$ cat src/hdl/ncpu_cfg_pkg.sv
`default_nettype none

package ncpu_cfg_pkg;

   // Datapath width of the execute stage
   localparam int dw = 32;

   // Byte address width
   localparam int aw = 32;

   // Log2 of instruction size in bytes
   // Four-byte instructions, so two low address bits are always zero
   localparam int insn_len = 2;

   // PC counts words, not bytes
   localparam int pc_w = aw - insn_len;

endpackage

`default_nettype wire

$ cat src/hdl/ncpu_isa_pkg.sv
`default_nettype none

package ncpu_isa_pkg;

   // Execute opcodes
   // Values are fixed since the vector file carries them as raw numbers
   typedef enum logic [3:0] {
      op_add    = 4'd0,
      op_sub    = 4'd1,
      op_and    = 4'd2,
      op_or     = 4'd3,
      op_xor    = 4'd4,
      op_beq    = 4'd5,
      op_bne    = 4'd6,
      op_bgtu   = 4'd7,
      op_bgt    = 4'd8,
      op_bleu   = 4'd9,
      op_ble    = 4'd10,
      op_jmpreg = 4'd11,
      op_jmprel = 4'd12
   } ex_opc_e;

   // Conditional branches resolved from the compare flags
   function automatic logic is_bcc(ex_opc_e opc);
      return opc inside {op_beq, op_bne, op_bgtu, op_bgt, op_bleu, op_ble};
   endfunction

   // Unconditional jumps by register or PC-relative offset
   function automatic logic is_jump(ex_opc_e opc);
      return opc inside {op_jmpreg, op_jmprel};
   endfunction

   // Opcodes whose result comes from the ALU
   function automatic logic is_alu(ex_opc_e opc);
      return opc inside {op_add, op_sub, op_and, op_or, op_xor};
   endfunction

endpackage

`default_nettype wire

$ cat src/hdl/ex_issue_if.sv
`timescale 1ns/1ps
`default_nettype none

interface ex_issue_if;

   // Instruction present this cycle
   logic                             valid;
   ncpu_isa_pkg::ex_opc_e            opc;
   // Word address of the instruction
   logic [ncpu_cfg_pkg::pc_w-1:0]    pc;
   // Byte offset for conditional branches
   logic [ncpu_cfg_pkg::dw-1:0]      imm;
   logic [ncpu_cfg_pkg::dw-1:0]      operand1;
   logic [ncpu_cfg_pkg::dw-1:0]      operand2;
   // Decoder asked for a register write
   logic                             rf_we;

   // Issue side, driven from the top level ports
   modport source (
      output valid, opc, pc, imm, operand1, operand2, rf_we
   );

   // Execute blocks only observe the instruction
   modport sink (
      input  valid, opc, pc, imm, operand1, operand2, rf_we
   );

endinterface

`default_nettype wire

$ cat src/hdl/ex_alu.sv
`timescale 1ns/1ps
`default_nettype none

module ex_alu (
   ex_issue_if.sink                     issue,
   output logic [ncpu_cfg_pkg::dw-1:0]  alu_result,
   // Flags for branch resolution
   output logic [ncpu_cfg_pkg::dw-1:0]  add_sum,
   output logic                         add_carry,
   output logic                         add_overflow
);

   localparam int msb = ncpu_cfg_pkg::dw - 1;

   logic                          do_sub;
   logic [ncpu_cfg_pkg::dw-1:0]   op2_eff;
   logic [ncpu_cfg_pkg::dw:0]     sum_ext;

   // Branches compare by subtracting operand2 from operand1
   assign do_sub = (issue.opc == ncpu_isa_pkg::op_sub) |
                   ncpu_isa_pkg::is_bcc(issue.opc);

   // Two's complement negate by inverting here and carrying in below
   assign op2_eff = do_sub ? ~issue.operand2 : issue.operand2;

   // One extra bit keeps the carry out
   assign sum_ext = {1'b0, issue.operand1} +
                    {1'b0, op2_eff} +
                    (ncpu_cfg_pkg::dw + 1)'(do_sub);

   assign add_sum   = sum_ext[msb:0];
   // Set on subtract when there is no borrow and operand1 >= operand2 unsigned
   assign add_carry = sum_ext[ncpu_cfg_pkg::dw];

   // Same-sign inputs giving a different-sign sum
   assign add_overflow = (issue.operand1[msb] == op2_eff[msb]) &
                         (add_sum[msb] != issue.operand1[msb]);

   always_comb begin
      case (issue.opc)
         ncpu_isa_pkg::op_add,
         ncpu_isa_pkg::op_sub: begin
            alu_result = add_sum;
         end
         ncpu_isa_pkg::op_and: begin
            alu_result = issue.operand1 & issue.operand2;
         end
         ncpu_isa_pkg::op_or: begin
            alu_result = issue.operand1 | issue.operand2;
         end
         ncpu_isa_pkg::op_xor: begin
            alu_result = issue.operand1 ^ issue.operand2;
         end
         // Result unused by commit for branches and jumps
         default: begin
            alu_result = add_sum;
         end
      endcase
   end

endmodule

`default_nettype wire

$ cat src/hdl/ex_bru.sv
`timescale 1ns/1ps
`default_nettype none

module ex_bru (
   ex_issue_if.sink                       issue,
   // Subtract result and flags from the ALU
   input  logic [ncpu_cfg_pkg::dw-1:0]    add_sum,
   input  logic                           add_carry,
   input  logic                           add_overflow,
   output logic                           b_taken,
   output logic [ncpu_cfg_pkg::pc_w-1:0]  b_tgt,
   output logic                           b_lnk
);

   localparam int msb = ncpu_cfg_pkg::dw - 1;
   localparam int lo  = ncpu_cfg_pkg::insn_len;
   localparam int hi  = ncpu_cfg_pkg::aw - 1;

   logic   cmp_eq;
   logic   cmp_lt_s;
   logic   cmp_lt_u;
   logic   bcc_taken;
   logic   jump;

   // Equality straight from the operands
   assign cmp_eq   = (issue.operand1 == issue.operand2);
   // Sign of difference corrected for overflow
   assign cmp_lt_s = add_sum[msb] ^ add_overflow;
   // Borrow out of the subtract
   assign cmp_lt_u = ~add_carry;

   assign jump = ncpu_isa_pkg::is_jump(issue.opc);

   // Branch conditions
   always_comb begin
      case (issue.opc)
         ncpu_isa_pkg::op_beq:  bcc_taken = cmp_eq;
         ncpu_isa_pkg::op_bne:  bcc_taken = ~cmp_eq;
         ncpu_isa_pkg::op_bgtu: bcc_taken = ~cmp_lt_u & ~cmp_eq;
         ncpu_isa_pkg::op_bgt:  bcc_taken = ~cmp_lt_s & ~cmp_eq;
         ncpu_isa_pkg::op_bleu: bcc_taken = cmp_lt_u | cmp_eq;
         ncpu_isa_pkg::op_ble:  bcc_taken = cmp_lt_s | cmp_eq;
         default:               bcc_taken = 1'b0;
      endcase
   end

   // Jumps are always taken
   assign b_taken = issue.valid & (bcc_taken | jump);

   // Byte offsets become word offsets by dropping the low bits
   always_comb begin
      case (issue.opc)
         // Absolute target without an alignment check on operand1
         ncpu_isa_pkg::op_jmpreg: begin
            b_tgt = issue.operand1[hi:lo];
         end
         // PC-relative by register offset
         ncpu_isa_pkg::op_jmprel: begin
            b_tgt = issue.pc + issue.operand2[hi:lo];
         end
         // Conditional branches use the immediate
         default: begin
            b_tgt = issue.pc + issue.imm[hi:lo];
         end
      endcase
   end

   // Link only for jumps that write a register
   assign b_lnk = jump & issue.rf_we;

   // ALU flags must agree with direct compares of the operands
   always_comb begin
      if (issue.valid && ncpu_isa_pkg::is_bcc(issue.opc)) begin
         a_flags_match: assert #0 (
            (cmp_lt_u == (issue.operand1 < issue.operand2)) &&
            (cmp_lt_s == ($signed(issue.operand1) < $signed(issue.operand2))));
      end
   end

endmodule

`default_nettype wire

$ cat src/hdl/ex_commit.sv
`timescale 1ns/1ps
`default_nettype none

module ex_commit (
   input  logic                           clk,
   input  logic                           arst_n,
   ex_issue_if.sink                       issue,
   input  logic [ncpu_cfg_pkg::dw-1:0]    alu_result,
   input  logic                           b_taken,
   input  logic [ncpu_cfg_pkg::pc_w-1:0]  b_tgt,
   input  logic                           b_lnk,
   output logic                           wb_valid,
   output logic                           wb_we,
   output logic [ncpu_cfg_pkg::dw-1:0]    wb_data,
   output logic                           redirect_valid,
   output logic [ncpu_cfg_pkg::pc_w-1:0]  redirect_pc
);

   logic                             shadow_q;
   logic                             live;
   logic                             we_nxt;
   logic [ncpu_cfg_pkg::pc_w-1:0]    lnk_pc;
   logic [ncpu_cfg_pkg::dw-1:0]      data_nxt;

   // Instruction in the branch shadow is dropped
   assign live = issue.valid & ~shadow_q;

   // Return address is the next instruction
   assign lnk_pc = issue.pc + ncpu_cfg_pkg::pc_w'(1);

   // Register write source per opcode class
   always_comb begin
      if (ncpu_isa_pkg::is_alu(issue.opc)) begin
         we_nxt = issue.rf_we;
      end else if (ncpu_isa_pkg::is_jump(issue.opc)) begin
         we_nxt = b_lnk;
      end else begin
         // Conditional branches never write
         we_nxt = 1'b0;
      end
   end

   // Link value goes back out as a byte address
   assign data_nxt = ncpu_isa_pkg::is_jump(issue.opc) ?
                     ncpu_cfg_pkg::dw'({lnk_pc, {ncpu_cfg_pkg::insn_len{1'b0}}}) :
                     alu_result;

   always_ff @(posedge clk or negedge arst_n) begin
      if (!arst_n) begin
         shadow_q       <= 1'b0;
         wb_valid       <= 1'b0;
         wb_we          <= 1'b0;
         wb_data        <= '0;
         redirect_valid <= 1'b0;
         redirect_pc    <= '0;
      end else begin
         // Only a committed taken branch opens a shadow
         shadow_q       <= live & b_taken;
         wb_valid       <= live;
         wb_we          <= live & we_nxt;
         redirect_valid <= live & b_taken;
         if (live) begin
            wb_data     <= data_nxt;
         end
         if (live & b_taken) begin
            redirect_pc <= b_tgt;
         end
      end
   end

   // A link write only comes with a taken jump
   a_link_taken: assert property (
      @(posedge clk) disable iff (!arst_n)
      issue.valid && b_lnk |-> b_taken
   );

endmodule

`default_nettype wire

$ cat src/hdl/ex_unit.sv
`timescale 1ns/1ps
`default_nettype none

module ex_unit (
   input  logic                           clk,
   input  logic                           arst_n,
   // Issued instruction
   input  logic                           valid,
   input  logic [3:0]                     opc,
   input  logic [ncpu_cfg_pkg::pc_w-1:0]  pc,
   input  logic [ncpu_cfg_pkg::dw-1:0]    imm,
   input  logic [ncpu_cfg_pkg::dw-1:0]    operand1,
   input  logic [ncpu_cfg_pkg::dw-1:0]    operand2,
   input  logic                           rf_we,
   // Writeback one cycle later
   output logic                           wb_valid,
   output logic                           wb_we,
   output logic [ncpu_cfg_pkg::dw-1:0]    wb_data,
   // Fetch redirect
   output logic                           redirect_valid,
   output logic [ncpu_cfg_pkg::pc_w-1:0]  redirect_pc
);

   logic [ncpu_cfg_pkg::dw-1:0]     alu_result;
   logic [ncpu_cfg_pkg::dw-1:0]     add_sum;
   logic                            add_carry;
   logic                            add_overflow;
   logic                            b_taken;
   logic [ncpu_cfg_pkg::pc_w-1:0]   b_tgt;
   logic                            b_lnk;

   ex_issue_if i_issue ();

   // Issue side of the bus fed from the ports
   assign i_issue.valid    = valid;
   assign i_issue.opc      = ncpu_isa_pkg::ex_opc_e'(opc);
   assign i_issue.pc       = pc;
   assign i_issue.imm      = imm;
   assign i_issue.operand1 = operand1;
   assign i_issue.operand2 = operand2;
   assign i_issue.rf_we    = rf_we;

   ex_alu i_ex_alu (
      .issue        (i_issue.sink),
      .alu_result   (alu_result),
      .add_sum      (add_sum),
      .add_carry    (add_carry),
      .add_overflow (add_overflow)
   );

   ex_bru i_ex_bru (
      .issue        (i_issue.sink),
      .add_sum      (add_sum),
      .add_carry    (add_carry),
      .add_overflow (add_overflow),
      .b_taken      (b_taken),
      .b_tgt        (b_tgt),
      .b_lnk        (b_lnk)
   );

   // Only clocked block of the stage
   ex_commit i_ex_commit (
      .clk            (clk),
      .arst_n         (arst_n),
      .issue          (i_issue.sink),
      .alu_result     (alu_result),
      .b_taken        (b_taken),
      .b_tgt          (b_tgt),
      .b_lnk          (b_lnk),
      .wb_valid       (wb_valid),
      .wb_we          (wb_we),
      .wb_data        (wb_data),
      .redirect_valid (redirect_valid),
      .redirect_pc    (redirect_pc)
   );

endmodule

`default_nettype wire

$ cat config.mk
export PLATFORM = sky130hd
export DESIGN_NAME = ex_unit
export DESIGN_NICKNAME = d
export VERILOG_FILES = /design/src/hdl/ncpu_cfg_pkg.sv /design/src/hdl/ncpu_isa_pkg.sv /design/src/hdl/ex_issue_if.sv /design/src/hdl/ex_alu.sv /design/src/hdl/ex_bru.sv /design/src/hdl/ex_commit.sv /design/src/hdl/ex_unit.sv
export SDC_FILE = /design/constraint.sdc
export NUM_CORES = 1
export LEC_CHECK = 0
export BUFFER_PORTS_ARGS = -buffer_cell sky130_fd_sc_hd__buf_2
export CORE_MARGIN = 4
export CORE_UTILIZATION = 50
export CTS_CLUSTER_SIZE = 30
export DETAILED_ROUTE_END_ITERATION = 10
export HOLD_SLACK_MARGIN = 0.02
export PLACE_DENSITY_LB_ADDON = 0.12
export RECOVER_POWER = 100
export SETUP_SLACK_MARGIN = 0.4
export SLEW_MARGIN = 5
export SYNTH_ARGS = -nofsm -noshare
export SYNTH_HDL_FRONTEND = slang
export SYNTH_SLANG_ARGS = --single-unit
$ cat constraint.sdc
create_clock -name clk -period 5.7 [get_ports clk]
set_clock_uncertainty 0.15 [all_clocks]
set_input_delay 0.855 -clock clk [delete_from_list [all_inputs] [get_ports clk]]
set_output_delay 0.855 -clock clk [all_outputs]
set_load 0.05 [all_outputs]
==> results of run 1 <==
path summary, 6_finish.rpt:
| path | startpoint | end | depth (start not counted) |
|---|---|---|---|
| min in group asynchronous | arst_n | i_ex_commit.wb_data[8]$_DFFE_PN0P_ | 2 |
| worst max-delay path | opc[1] | i_ex_commit.redirect_pc[28]$_DFFE_PN0P_ | 16 |
| max in group asynchronous | arst_n | i_ex_commit.redirect_pc[7]$_DFFE_PN0P_ | 2 |
| worst max register to register | i_ex_commit.redirect_valid$_DFF_PN0_ | i_ex_commit.redirect_pc[24]$_DFFE_PN0P_ | 11 |
| worst min register to register | i_ex_commit.wb_data[8]$_DFFE_PN0P_ | i_ex_commit.wb_data[8]$_DFFE_PN0P_ | 2 |
| worst min-delay path | i_ex_commit.wb_data[8]$_DFFE_PN0P_ | i_ex_commit.wb_data[8]$_DFFE_PN0P_ | 2 |
per-stage QoR:
stage	setup WS (ns)	utilization (%)	power, µW
final	0.5496	58.89	3151
after global routing	0.2585	58.89	3366
after CTS	0.6692	59.52	3210
after detailed placement	0.3449	57.88	2643
after global placement	0.3675	57.88	2624
after floorplan	0.4774	-	2140
tightest hold or removal path, delay by kind of cell, from the launching register on:
family,cells,cell delay (ns)
AOI/OAI and AO/OA,1,0.06
DFF,1,0.33
and+or+nand+nor,1,0.05
logic make-up after synthesis:
| logic type | after synthesis | share of synthesized area [%] |
|---|---|---|
| AOI/OAI and AO/OA | 360 | 25.87 |
| DFF | 65 | 18.37 |
| adders and majority gates | 127 | 18.11 |
| xor gates and xnor gates | 111 | 10.98 |
| muxes | 43 | 5.383 |
| buffers and inverters | 138 | 6.202 |
| and+or+nand+nor | 291 | 15.09 |
metal layers:
| metal | wire length (µm) | part of all wire [%] | up-vias | GRT usage [%] |
|---|---|---|---|---|
| met5 | 0 | 0 | - | 0 |
| met4 | 646 | 2.2 | 0 | 7.853 |
| met3 | 2356 | 7.9 | 46 | 5.258 |
| met2 | 12310 | 41 | 325 | 42.66 |
| met1 | 14490 | 49 | 4219 | 44.80 |
| li1 | - | - | 4418 | - |
synth_stat cells, types with 4 or more instances:
library cell	number	area [µm²]
sky130_fd_sc_hd__buf_1	4	15.01
sky130_fd_sc_hd__o21ai_0	118	590.6
sky130_fd_sc_hd__mux2i_1	9	90.09
sky130_fd_sc_hd__ha_1	125	1564
sky130_fd_sc_hd__nand3_1	30	150.1
sky130_fd_sc_hd__o211ai_1	26	195.2
sky130_fd_sc_hd__a31o_2	5	43.79
sky130_fd_sc_hd__o221ai_1	7	61.31
sky130_fd_sc_hd__clkbuf_1	41	153.9
sky130_fd_sc_hd__and3_1	12	75.07
sky130_fd_sc_hd__o21bai_1	10	75.07
sky130_fd_sc_hd__a21oi_1	82	410.4
sky130_fd_sc_hd__a21o_1	26	195.2
sky130_fd_sc_hd__nand2_1	118	442.9
sky130_fd_sc_hd__o21a_1	5	37.54
sky130_fd_sc_hd__nor4_1	11	68.82
sky130_fd_sc_hd__xnor2_1	76	665.6
sky130_fd_sc_hd__a211oi_1	10	75.07
sky130_fd_sc_hd__buf_2	4	20.02
sky130_fd_sc_hd__o22ai_1	5	31.28
sky130_fd_sc_hd__nor2b_1	10	62.56
sky130_fd_sc_hd__o31ai_1	5	37.54
sky130_fd_sc_hd__nor2_1	60	225.2
sky130_fd_sc_hd__dfrtp_1	65	1627
sky130_fd_sc_hd__inv_1	84	315.3
sky130_fd_sc_hd__mux2_2	33	371.6
sky130_fd_sc_hd__xor2_1	35	306.5
sky130_fd_sc_hd__nand2b_1	11	68.82
sky130_fd_sc_hd__a31oi_1	12	75.07
sky130_fd_sc_hd__or3_1	6	37.54
sky130_fd_sc_hd__nor3_1	10	50.05
sky130_fd_sc_hd__a221oi_1	21	183.9
sky130_fd_sc_hd__nand4_1	12	75.07
area by class of cell:
cell class / count / area (µm²)
Clock buffer: 10 / 239.0
Fill cell: 1728 / 7136
Multi-Input combinational cell: 932 / 6690
Sequential cell: 65 / 1627
Tap cell: 225 / 281.5
Inverter: 85 / 319.1
Antenna cell: 1 / 2.502
Timing Repair Buffer: 214 / 1017
Clock inverter: 4 / 45.04
registers in the layout, summed over array words and instances (netlist names):
signal                      count
i_ex_commit.redirect_pc        30
i_ex_commit.redirect_valid      1
i_ex_commit.wb_data            32
i_ex_commit.wb_valid            1
i_ex_commit.wb_we               1
power by group:
part | internal, µW | total, µW | leakage [µW] | switching [µW]
clock | 343 | 547 | 0.000144 | 204
sequential | 634 | 729 | 0.000799 | 94.4
combinational | 543 | 1880 | 0.00389 | 1330
==> impl_summary.log, run 1 <==
[metrics] Die Outline Area: 0.01991 mm²
[metrics] most used cells in the layout excluding fill and tap cells: sky130_fd_sc_hd__buf_2, sky130_fd_sc_hd__ha_1, sky130_fd_sc_hd__o21ai_0, sky130_fd_sc_hd__nand2_1, sky130_fd_sc_hd__inv_1
[metrics] per-instance average area after synthesis: 7.803 µm²
[metrics] final routed wirelength across all metal layers: 29810 µm
[metrics] Core Footprint: 0.01736 mm²
[metrics] clock latency at the later pin of the worst-skew pair: 0.34 ns
[metrics] post-synthesis cell type count: 63
[metrics] f_max: 0.1942 GHz
[metrics] # rows: 48
[metrics] total number of clock tree sinks: 65
[metrics] floorplan die height: 141.1 µm
[metrics] H-Tree Level Count: 3
[metrics] Synth Net Count: 1396
[metrics] Ys Warns: 0
[metrics] CTS root buf: sky130_fd_sc_hd__clkbuf_16
[metrics] Placement Cell Area: 0.01005 mm²
[metrics] slack of the worst reg-to-reg path: 2.58 ns
[metrics] global-route wire length before repair: 46330 µm
[metrics] Buf+Inv Stages, Crit Path: 2
[metrics] static leakage: 0.004830 µW
[metrics] remaining number of nets flagged by the antenna check after routing: 0
[metrics] half-perimeter wire length after placement: 23750 µm
[metrics] number of hold buffers added after cts: 0
[metrics] drt wl/cell: 19.41 µm
[metrics] total CTS buffers: 9
[metrics] nature of the critical path endpoint: register
[metrics] CP cell instances: buf_2 -> nor2_2 -> and3_1 -> buf_4 -> mux2_2 -> fa_1 -> a211oi_1 -> o21ai_0 -> a31oi_1 -> o21ai_0 -> a2111oi_0 -> nor2_1 -> a221o_1 -> xnor2_1 -> o21ai_0 -> mux2_2
[metrics] CP arrival: 5.22 ns
[metrics] synthesis-stage register bit count: 65
[metrics] filler-free cell count of the finished design: 1536
[metrics] post-synthesis to final-layout area growth: 15.41%
[metrics] hold slack: 0.3257 ns
[metrics] sequential area share after synthesis: 18.37%
[metrics] required time at the worst-slack endpoint: 5.77 ns
[metrics] largest buffer count on any clock path: 2
[metrics] outcome: finished with violations
[metrics] violated checks: max-capacitance violations, max-slew violations
[metrics] design area: 0.01022 mm²
[metrics] slowest cell on the critical path: sky130_fd_sc_hd__a2111oi_0
[metrics] setup repair after global routing missed its margin: false
[metrics] number of global-route vias before repair: 8433
[metrics] min cycle time layout: 5.150 ns
[metrics] Power per Cell Area: 308.3 mW/mm²
[metrics] pin count of the biggest net entering global routing: 66
[metrics] kind of critical path: in2reg
[metrics] final hold viol count: 0
[metrics] part of the cycle the worst path needs: 90.36%
[metrics] CP max stage delay: 0.49 ns
[metrics] count of instances resized after the clock tree is built: 0
[metrics] clock slew at the register clock pins of the worst setup and hold paths: 0.05 ns
[metrics] worst-margin pin slew: 3.661 ns
[metrics] Gate Count Post-Synth: 1135
[metrics] Vias: 9008
[metrics] number of antenna violations at the first check in global routing: 1
[metrics] IO buf count: 196
[metrics] GRT Resource Usage Total: 29.47%
[metrics] via count normalized by instance count: 5.865
[metrics] # setup viols final: 0
[metrics] post-CTS repair timing setup buffer count: 0
[metrics] total congestion overflow after global routing: 0
[metrics] EDFF count, synth: 0
[metrics] type of element launching the critical path: primary input
[metrics] number of cells after detailed placement: 1521
[metrics] setup TNS: 0 ns
[metrics] max-cap violations: 2
[metrics] DRC Markers: 0
[metrics] class of the worst hold path: reg2reg
[metrics] RePlAce Congestion: 0.9664
[metrics] final net count: 1568
[metrics] leading cell type in the layout, fill and taps excluded: sky130_fd_sc_hd__buf_2
[metrics] most frequent CP cell: sky130_fd_sc_hd__o21ai_0
[metrics] Slew Limit Headroom: -144.1%
[metrics] most used flip-flop cell after synthesis: sky130_fd_sc_hd__dfrtp_1
[metrics] worst vdd ir: 0.3234 mV
[metrics] starting density of the core: 51.02%
[metrics] clock tree from TritonCTS: yes
[metrics] chip width: 141.1 µm
[metrics] synthesized cell area: 0.008856 mm²
[metrics] Top-Level Pins: 199
[metrics] max-slew violation total from the final report: 107
[metrics] Pre-Repair DR Iteration Count: 7
[metrics] iteration-0 DRC count of the detailed router: 648
[metrics] ratio of cells with drive above 1 in the final layout: 15.95%
[metrics] largest fanout of any net on the critical path: 12
[metrics] crit-path leading delay family: compound AO/OA/AOI/OAI gates
[metrics] share of flip-flops with an asynchronous set or reset: 100.0%
No activity file was read; power rests on OpenSTA's default activity.
==> inputs of run 2 (changes only) <==
==> constraint.sdc (replaced) <==
create_clock -name clk -period 5.9 [get_ports clk]
set_clock_uncertainty 0.15 [all_clocks]
set_input_delay 0.885 -clock clk [delete_from_list [all_inputs] [get_ports clk]]
set_output_delay 0.885 -clock clk [all_outputs]
set_load 0.05 [all_outputs]
==> run 2 against run 1 <==
  * The flow still finishes with violations (max-capacitance violations, max-slew violations)
  * Final cell count about the same
  * Routed wire length shrank 0.47%
  * Power is 3.4% lower
  * Final area fell by 0.18%
  * Register-to-register slack improved by 0.39 ns
  * Count of clock-buffer cells in the layout grew 4
  * Global-route usage fell by 0.43 points
  * Sequential power down 3.7%
  * Clock power decreased by 2%
  * Critical path type unchanged
  * Largest power group unchanged
==> impl_summary.log, run 2 (same netlist as run 1, synthesis figures left out) <==
[metrics] number of cells after detailed placement: 1518 (-0.20%)
[metrics] violated checks: max-capacitance violations, max-slew violations
[metrics] Slew Limit Headroom: -145.7% (-1.7 points)
[metrics] RePlAce Congestion: 0.9490 (-1.8%)
[metrics] clock latency at the later pin of the worst-skew pair: 0.34 ns (about the same)
[metrics] slack of the worst reg-to-reg path: 2.97 ns (+0.39 ns)
[metrics] ratio of cells with drive above 1 in the final layout: 15.89% (-0.064 points)
[metrics] path depth of the worst reg2reg path: 11 (unchanged)
[metrics] final routed wirelength across all metal layers: 29670 µm (-0.47%)
[metrics] drt wl/cell: 19.33 µm (-0.40%)
[metrics] Die Outline Area: 0.01991 mm² (unchanged)
[metrics] FF-to-FF Start: i_ex_commit.redirect_valid$_DFF_PN0_
[metrics] register containing the most flip-flops in the final layout: i_ex_commit.wb_data
[metrics] H-Tree Level Count: 3 (unchanged)
[metrics] pin count of the biggest net entering global routing: 66 (unchanged)
[metrics] outcome: finished with violations
[metrics] clock tree from TritonCTS: yes
[metrics] filler-free cell count of the finished design: 1535 (-0.065%)
[metrics] # rows: 48 (unchanged)
[metrics] static leakage: 0.004820 µW (-0.22%)
[metrics] class of the worst hold path: reg2reg
[metrics] Top-Level Pins: 199 (unchanged)
[metrics] chip width: 141.1 µm (unchanged)
[metrics] largest buffer count on any clock path: 2 (unchanged)
[metrics] number of antenna violations at the first check in global routing: 1 (unchanged)
[metrics] max-cap violations: 1 (-1)
[metrics] global-route wire length before repair: 45280 µm (-2.3%)
[metrics] setup repair after global routing missed its margin: false
[metrics] design area: 0.01020 mm² (-0.18%)
[metrics] f_max: 0.1891 GHz
[metrics] launch instance of the worst min-delay path: i_ex_commit.wb_data[5]$_DFFE_PN0P_
[metrics] iteration-0 DRC count of the detailed router: 648 (unchanged)
[metrics] leading cell type in the layout, fill and taps excluded: sky130_fd_sc_hd__buf_2
[metrics] half-perimeter wire length after placement: 23490 µm (-1.1%)
[metrics] Cells on Worst Hold Path: 2 (unchanged)
[metrics] floorplan die height: 141.1 µm (unchanged)
[metrics] final net count: 1565 (-0.19%)
[metrics] setup slack at placement: 0.3465 ns (+0.001644 ns)
[metrics] terminating pin of the worst hold path: i_ex_commit.wb_data[5]$_DFFE_PN0P_
[metrics] Largest register FFs: 32 (unchanged)
[metrics] kind of critical path: in2reg
[metrics] FILL cells: 1732 (+0.23%)
[metrics] Pre-Repair DR Iteration Count: 5 (-2)
[metrics] min cycle time layout: 5.287 ns
[metrics] nature of the critical path endpoint: register
[metrics] Placement Cell Area: 0.01002 mm² (-0.27%)
[metrics] Core Footprint: 0.01736 mm² (unchanged)
[metrics] worst vdd ir: 0.2689 mV (-17%)
[metrics] fin util: 58.78% (-0.11 points)
[metrics] total congestion overflow after global routing: 0 (unchanged)
[metrics] starting density of the core: 51.02% (unchanged)
[metrics] most used cells in the layout excluding fill and tap cells: sky130_fd_sc_hd__buf_2, sky130_fd_sc_hd__ha_1, sky130_fd_sc_hd__o21ai_0, sky130_fd_sc_hd__nand2_1, sky130_fd_sc_hd__inv_1
[metrics] # setup viols final: 0 (unchanged)
[metrics] max-slew violation total from the final report: 66 (-38%)
[metrics] worst reg2reg path endpoint: i_ex_commit.redirect_pc[10]$_DFFE_PN0P_
[metrics] worst setup slack after layout: 0.6129 ns (+0.06324 ns)
[metrics] CP arrival: 5.36 ns (+0.14 ns)
[metrics] Vias: 8980 (-0.31%)
[metrics] total number of clock tree sinks: 65 (unchanged)
[metrics] IO buf count: 196 (unchanged)
[metrics] final hold viol count: 0 (unchanged)
[metrics] part of the cycle the worst path needs: 89.61%
[metrics] via count normalized by instance count: 5.850 (-0.25%)
[metrics] DRC Markers: 0 (unchanged)
[metrics] largest registers: i_ex_commit.wb_data: 32 flops, i_ex_commit.redirect_pc: 30 flops
[metrics] setup TNS: 0 ns (unchanged)
[metrics] clock slew at the register clock pins of the worst setup and hold paths: 0.05 ns (about the same)
[metrics] worst-margin pin slew: 3.686 ns (+0.02502 ns)
[metrics] type of element launching the critical path: primary input
[metrics] GRT Resource Usage Total: 29.04% (-0.43 points)
[metrics] number of global-route vias before repair: 8161 (-3.2%)
[metrics] CTS root buf: sky130_fd_sc_hd__clkbuf_16
[metrics] remaining number of nets flagged by the antenna check after routing: 0 (unchanged)
[metrics] largest fanout of any net on the critical path: 20 (+8)
[metrics] Power per Cell Area: 298.5 mW/mm² (-3.2%)
[metrics] post-synthesis to final-layout area growth: 15.20%
[metrics] total CTS buffers: 9 (unchanged)
[metrics] required time at the worst-slack endpoint: 5.98 ns (+0.21 ns)
[run 2: cell count changes in the layout (fill, tap and decap cells not counted), sizes merged]
cell,change
buf,-1
clkinv,-1
bufinv,-1
clkbuf,+2
[run 2: worst max path at each step]
stage	start	to	slack (ns)	cells after the start
after floorplan	opc[1]	i_ex_commit.redirect_pc[28]$_DFFE_PN0P_	0.49	19
after global placement	opc[1]	i_ex_commit.redirect_pc[28]$_DFFE_PN0P_	0.38	16
after detailed placement	opc[1]	i_ex_commit.redirect_pc[28]$_DFFE_PN0P_	0.35	16
after CTS	opc[1]	i_ex_commit.redirect_pc[28]$_DFFE_PN0P_	0.68	16
after global routing	opc[0]	i_ex_commit.redirect_pc[10]$_DFFE_PN0P_	0.27	17
final	opc[0]	i_ex_commit.redirect_pc[10]$_DFFE_PN0P_	0.61	17
[run 2: power by group]
group | total (µW) | internal [µW] | switching (µW)
clock network | 538 | 329 | 209
registers | 702 | 612 | 89.6
logic | 1810 | 522 | 1280
total | 3050 | 1460 | 1580
[run 2: worst max-delay path, cell delays in order]
cell	delay [ns]
sky130_fd_sc_hd__clkbuf_1	0.11
sky130_fd_sc_hd__buf_4	0.23
sky130_fd_sc_hd__and2_0	0.19
sky130_fd_sc_hd__o32a_2	0.22
sky130_fd_sc_hd__buf_4	0.37
sky130_fd_sc_hd__xnor2_1	0.18
sky130_fd_sc_hd__ha_1	0.32
sky130_fd_sc_hd__o21a_1	0.20
sky130_fd_sc_hd__o21a_1	0.17
sky130_fd_sc_hd__o22a_1	0.24
sky130_fd_sc_hd__a2bb2oi_1	0.15
sky130_fd_sc_hd__a21boi_0	0.71
sky130_fd_sc_hd__o311ai_4	0.12
sky130_fd_sc_hd__a41o_1	0.20
sky130_fd_sc_hd__a311o_2	0.44
sky130_fd_sc_hd__inv_1	0.24
sky130_fd_sc_hd__mux2_2	0.37
[run 2: timing repair]
action                                  4_1_cts  5_1_grt
gates resized for setup                       0        1
buffers inserted                              0        0
endpoints found under the setup margin        0        1
hold buffers                                  0        0
[run 2: per-stage QoR]
step                hold WS [ns]  total power [µW]
floorplan                 0.4394              2067
global placement          0.3034              2531
detailed placement        0.3147              2545
CTS                       0.3269              3096
global route              0.3474              3233
finish                    0.3239              3046
[run 2: area by class of cell]
cell class | instances | area (µm²) | share of cell area [%]
sequential | 65 | 1627 | 15.94
antenna | 1 | 2.502 | 0.02453
tap | 225 | 281.5 | 2.759
timing repair buffer | 211 | 999.7 | 9.799
multi-input combinational | 932 | 6679 | 65.46
clock inverter | 2 | 10.01 | 0.09811
inverter | 85 | 319.1 | 3.127
clock buffer | 14 | 284.0 | 2.784
[run 2: routing by layer]
| metal | vias to the layer above | part of all wire [%] | track usage (%) |
|---|---|---|---|
| li1 | 4412 | - | - |
| met1 | 4129 | 48 | 45.15 |
| met2 | 403 | 41 | 41.01 |
| met3 | 36 | 9.1 | 5.088 |
| met4 | 0 | 1.8 | 7.547 |
| met5 | - | 0 | 0 |
